<file path="src/source/rob_pkg.sv">
package rob_pkg;

    ////////////////////
    // sizes
    ////////////////////

    // reorder buffer entries
    localparam int ROB_DEPTH = 64;
    // data and pc width
    localparam int XLEN      = 32;
    // architectural registers
    localparam int NUM_AREG  = 32;

    // derived index widths
    localparam int ROB_IDX_W = $clog2(ROB_DEPTH);
    localparam int AREG_W    = $clog2(NUM_AREG);

    ////////////////////
    // types
    ////////////////////

    // rob tag, also head and tail pointer
    typedef logic [ROB_IDX_W-1:0] rob_idx_t;
    // occupancy, needs one more bit to reach ROB_DEPTH
    typedef logic [ROB_IDX_W:0]   rob_cnt_t;
    // destination register number
    typedef logic [AREG_W-1:0]    areg_t;
    // result data and pc
    typedef logic [XLEN-1:0]      xlen_t;
    // instruction class
    typedef logic [1:0]           inst_type_t;

    // type codes
    localparam inst_type_t TYPE_ALU    = 2'd0;
    localparam inst_type_t TYPE_LOAD   = 2'd1;
    localparam inst_type_t TYPE_STORE  = 2'd2;
    localparam inst_type_t TYPE_BRANCH = 2'd3;

    // dispatch bridge fsm
    typedef enum logic {
        IDLE,
        ACK
    } bridge_state_e;

endpackage

</file>
<file path="src/source/rob_ifs.sv">
`timescale 1ns/1ps

// dispatch bundle, bridge to rob
interface rob_dispatch_if;
    import rob_pkg::*;

    // one-cycle allocation strobe
    logic             alloc;
    // lane 1 only with lane 0
    logic [1:0]       lane_valid;
    inst_type_t [1:0] inst_type;
    areg_t [1:0]      areg;
    xlen_t [1:0]      pc;
    // back from rob
    rob_cnt_t         free_cnt;
    rob_idx_t         base_tag;

    modport source (output alloc, lane_valid, inst_type, areg, pc,
                    input free_cnt, base_tag);
    modport sink (input alloc, lane_valid, inst_type, areg, pc,
                  output free_cnt, base_tag);
endinterface


</file>
<file path="src/source/dispatch_bridge.sv">
`timescale 1ns/1ps

module dispatch_bridge (
    input  logic                      clk,
    input  logic                      rst_n_i,
    input  logic                      req_i,
    output logic                      ack_o,
    input  logic [1:0]                lane_valid_i,
    input  rob_pkg::inst_type_t [1:0] type_i,
    input  rob_pkg::areg_t [1:0]      areg_i,
    input  rob_pkg::xlen_t [1:0]      pc_i,
    output rob_pkg::rob_idx_t         tag0_o,
    output rob_pkg::rob_idx_t         tag1_o,
    rob_dispatch_if.source            disp
);
    import rob_pkg::*;

    bridge_state_e state_q;
    bridge_state_e state_d;
    rob_cnt_t      lane_cnt;
    logic          room;
    logic          fire;
    rob_idx_t      tag0_q;
    rob_idx_t      tag1_q;

    ////////////////////
    // allocation decision
    ////////////////////

    // entries this request needs
    assign lane_cnt = rob_cnt_t'(lane_valid_i[0]) + rob_cnt_t'(lane_valid_i[1]);
    // wait until the rob can take all lanes at once
    assign room = (disp.free_cnt >= lane_cnt);
    // only one allocation per request, in idle
    assign fire = (state_q == IDLE) && req_i && room;

    // lane data is held stable by the source during req
    assign disp.alloc      = fire;
    assign disp.lane_valid = lane_valid_i;
    assign disp.inst_type  = type_i;
    assign disp.areg       = areg_i;
    assign disp.pc         = pc_i;

    ////////////////////
    // four-phase fsm
    ////////////////////

    always_comb begin
        state_d = state_q;
        case (state_q)
            IDLE: begin
                // ack rises at the edge after allocation
                if (fire) begin
                    state_d = ACK;
                end
            end
            ACK: begin
                // source released req, drop ack
                if (!req_i) begin
                    state_d = IDLE;
                end
            end
            default: begin
                state_d = IDLE;
            end
        endcase
    end

    always_ff @(posedge clk or negedge rst_n_i) begin
        if (!rst_n_i) begin
            state_q <= IDLE;
            tag0_q  <= '0;
            tag1_q  <= '0;
        end else begin
            state_q <= state_d;
            // tags frozen for the whole ack phase
            if (fire) begin
                tag0_q <= disp.base_tag;
                tag1_q <= rob_idx_t'(disp.base_tag + 1'b1);
            end
        end
    end

    assign ack_o  = (state_q == ACK);
    assign tag0_o = tag0_q;
    assign tag1_o = tag1_q;

endmodule

</file>
<file path="src/flat_wrapper.sv">
// flat-port wrapper written by rule: the top's interface ports become plain ports
module dispatch_bridge_flat import rob_pkg::*;
  (clk, rst_n_i, req_i, ack_o, lane_valid_i, type_i, areg_i, pc_i, tag0_o, tag1_o, disp_alloc, disp_lane_valid, disp_inst_type, disp_areg, disp_pc, disp_free_cnt, disp_base_tag);
  rob_dispatch_if disp_i ();
  input  logic clk;
  input  logic rst_n_i;
  input  logic req_i;
  output logic ack_o;
  input  logic [1:0] lane_valid_i;
  input  rob_pkg::inst_type_t [1:0] type_i;
  input  rob_pkg::areg_t [1:0] areg_i;
  input  rob_pkg::xlen_t [1:0] pc_i;
  output rob_pkg::rob_idx_t tag0_o;
  output rob_pkg::rob_idx_t tag1_o;
  output wire logic [$bits(disp_i.alloc)-1:0] disp_alloc;
  output wire logic [$bits(disp_i.lane_valid)-1:0] disp_lane_valid;
  output wire logic [$bits(disp_i.inst_type)-1:0] disp_inst_type;
  output wire logic [$bits(disp_i.areg)-1:0] disp_areg;
  output wire logic [$bits(disp_i.pc)-1:0] disp_pc;
  input wire logic [$bits(disp_i.free_cnt)-1:0] disp_free_cnt;
  input wire logic [$bits(disp_i.base_tag)-1:0] disp_base_tag;
  assign disp_alloc = disp_i.alloc;
  assign disp_lane_valid = disp_i.lane_valid;
  assign disp_inst_type = disp_i.inst_type;
  assign disp_areg = disp_i.areg;
  assign disp_pc = disp_i.pc;
  assign disp_i.free_cnt = disp_free_cnt;
  assign disp_i.base_tag = disp_base_tag;
  dispatch_bridge u_core (.clk(clk), .rst_n_i(rst_n_i), .req_i(req_i), .ack_o(ack_o), .lane_valid_i(lane_valid_i), .type_i(type_i), .areg_i(areg_i), .pc_i(pc_i), .tag0_o(tag0_o), .tag1_o(tag1_o), .disp(disp_i));
endmodule
</file>
<file path="config.mk">
export PLATFORM = sky130hd
export DESIGN_NAME = dispatch_bridge_flat
export DESIGN_NICKNAME = d
export VERILOG_FILES = /design/src/source/rob_pkg.sv /design/src/source/rob_ifs.sv /design/src/source/dispatch_bridge.sv /design/src/flat_wrapper.sv
export SDC_FILE = /design/constraint.sdc
export NUM_CORES = 1
export LEC_CHECK = 0
export ABC_AREA = 1
export ABC_CLOCK_PERIOD_IN_PS = 2500
export BUFFER_PORTS_ARGS = -buffer_cell sky130_fd_sc_hd__clkbuf_2
export CORE_MARGIN = 4
export CORE_UTILIZATION = 30
export DETAILED_ROUTE_END_ITERATION = 8
export PLACE_DENSITY = 0.81
export RECOVER_POWER = 25
export SYNTH_ARGS = -nofsm -noshare
export SYNTH_HDL_FRONTEND = slang
export SYNTH_SLANG_ARGS = --single-unit
export TNS_END_PERCENT = 50
</file>
<file path="constraint.sdc">
create_clock -name clk -period 2.5 [get_ports clk]
set_clock_uncertainty 0.1 [all_clocks]
set_input_delay 0.5 -clock clk [delete_from_list [all_inputs] [get_ports clk]]
set_output_delay 0.5 -clock clk [all_outputs]
set_load 0.01 [all_outputs]
</file>
==> flow_summary.yaml <==
run_status:
  status: "finished clean"
floorplan:
  core_mm2: 0.00412
  fp.dieW_um: 74.3
  ios: 190
  die_h_um: 74.3
  die_area_mm2: 0.00552
  initial_utilization_pct: 32.1
  rows: 23
synthesis:
  ys_seq_area_share_pct: 24.6
  synthDistinctLibCells: 19
  synth_edf_count: 0
  synth.most_common_cell: "buf_4"
  ys_warn_count: 0
  synth_top_cell_area_share_pct: 45.5
  synth_common_cells: "buf_4 (80), nand2_1 (35), nand3_1 (15), dfrtp_1 (13), inv_1 (8)"
  synth_area_leader_cell: "buf_4"
  netlist_area_mm2: 0.00132
  syn-mean-instance-area_um2: 7.67
  synth-main-ff-cell: "dfrtp_1"
  synth-seq-cells: 13
  synth_area_leaders: "buf_4 (45%), dfrtp_1 (25%), nand2_1 (10%), nand3_1 (5.7%), ha_1 (3.8%)"
  synthArstFlopShare_pct: 100
  syn_nets: 272
  synthCells: 172
worst_setup_path:
  required_ns: 1.90
  path_class: "input pin to output port"
  startpoint_type: "input pin"
  worstSetupEndpointType: "output port"
  arrival_ns: 1.64
  worstPathMaxFanout: 2
  r2r.worst_path.cells: 6
placement:
  placed_area_um2: 948
  hpwl_um: 1880
  io_buffers: 33
  post-place-cells: 175
  dpl_worst_slack_ns: 0.255
  routabilityCongestion: 0.806
drt:
  ant_nets: 0
  dr.pass1.iters: 4
  routed_via_density: 4.33
  drt-total-wl_um: 2390
  num_vias: 775
  wl_per_cell_um: 13.3
  drc: 0
  drtIter0Drc: 87
job:
  maxCapViolations: 0
power_and_ir_drop:
  switching_share_pct: 31.7
  sequentialPowerShare_pct: 43.0
  p_leak_nw: 0.570
  p_per_area_mw_per_mm2: 658
  total_power_mw: 0.653
  combPwrFrac_pct: 28.3
  intPower_mw: 0.446
  peakVddDrop_mv: 0.168
  p_sw_mw: 0.207
  clkPwrFrac_pct: 28.7
sta:
  fmax_ghz: 0.446
  worstMarginPinSlew_ns: 0.723
  timing.final.crit_share_pct: 89.6
  hold_violations: 0
  finalCriticalPeriod_ns: 2.24
  rsz0062_at_grt: "no"
  postLayoutSetupSlackWorst_ns: 0.260
  finalSetupTns_ns: 0
  drv_slew: 0
  max_slew_margin_pct: 51.8
  whs_ns: 0.185
  setup_viol_count_final: 0
cells_and_area:
  drive_above_1_share_pct: 33.3
  final_area_um2: 992
  nNetsFinal: 230
  final_util_pct: 24.1
  syn_to_final_growth_pct: -24.8
  insertedDiodeCount: 0
  final_cells: 179
min_path:
  hp-class: "input pin to async pin"
clocking:
  cts_made_buffers: 3
  clkLatencyLatePin_ns: 0.24
  ctsHoldBuffers: 0
  htree_levels: 1
  cts.root.buffer_cell: "clkbuf_8"
  cts_tree: "built"
  ctsResizeCount: 0
  postCtsSetupRepairBufs: 0
  clk_path_buf_depth: 2
  clkTransAtPathRegs_ns: 0.05
  clock_sinks: 13
grt:
  grt_overflow: 0
  first_global_vias: 722
  grt_antenna_before_repair: 0
  grt_pass1_wl_um: 3640
  grt_max_degree: 14
  track_usage_pct: 8.90
## layer usage
layer | up-vias | track usage, % | wire length, µm
li1 | 362 | - | -
met4 | 0 | 7.91 | 144
met3 | 23 | 6.22 | 401
met2 | 62 | 12.7 | 1020
met5 | - | 0 | 0
met1 | 328 | 8.58 | 818
## sequential cells by signal, summed over array words and instances, names as in the netlist
| register | cells |
|---|---|
| u_core.tag1_o | 6 |
| u_core.ack_o | 1 |
| u_core.tag0_o | 6 |
## worst max-delay path, cell delays in order
cell and delay [ns]:
clkbuf_2 0.09, ha_1 0.29, ha_1 0.27, o21ai_1 0.17, nand2_2 0.11, nand2_4 0.07
inv_2 0.03, clkbuf_2 0.11
## worst paths after layout
| kind | startpoint | to | slack [ns] |
|---|---|---|---|
| worst max-delay path | lane_valid_i[0] | disp_alloc | 0.26 |
| worst min-delay path | rst_n_i | u_core.tag0_o[2]$_DFFE_PN0P_ | 0.18 |
| worst max register to register | u_core.ack_o$_DFF_PN0_ | u_core.tag1_o[5]$_DFFE_PN0P_ | 1.23 |
| worst min register to register | u_core.tag0_o[2]$_DFFE_PN0P_ | u_core.tag0_o[2]$_DFFE_PN0P_ | 0.37 |
| max in group asynchronous | rst_n_i | u_core.tag1_o[5]$_DFFE_PN0P_ | 1.66 |
| min in group clk | req_i | u_core.ack_o$_DFF_PN0_ | 0.37 |
## area by class of cell
type,instances,area [µm²]
clock buffer,4,45.0
fill,443,3120
inverter,9,33.8
multi-input combinational,67,339
sequential,13,325
tap,50,62.6
timing repair buffer,36,186
## cells by family (layout without fill, tap and decap cells)
kind of cell | Yosys count | in the layout | share of synthesized area (%)
AO/OA/AOI/OAI | 2 | 2 | 0.948
XOR/XNOR | 1 | 1 | 0.664
adder cells (fa/ha/maj) | 4 | 4 | 3.79
buffers and inverters | 92 | 49 | 49.7
flip-flops | 13 | 13 | 24.6
AND/OR/NAND/NOR | 60 | 60 | 20.3
## power groups by stage
stage	clock (mW)	combinational [mW]	sequential, mW
6_report	0.187	0.185	0.281
3_3_place_gp	0	0.187	0.282
4_1_cts	0.193	0.190	0.282
3_5_place_dp	0	0.190	0.285
5_1_grt	0.206	0.213	0.290
2_1_floorplan	0	0.208	0.305
## placed cells by master, fill, tap and decap left out
master    count
dfrtp_1      13
nand2_4       1
nand2_1      35
nand3_1      15
buf_4         3
o21ai_1       1
nand4_1       1
clkbuf_8      3
inv_1         8
ha_1          4
nor2_2        2
inv_2         1
nor2_1        3
o21bai_1      1
nand3b_1      1
clkbuf_2     32
nand2_2       1
xor2_1        1
or2_1         1
clkbuf_1      2
Note: power is estimated with default switching activity, not from simulation.
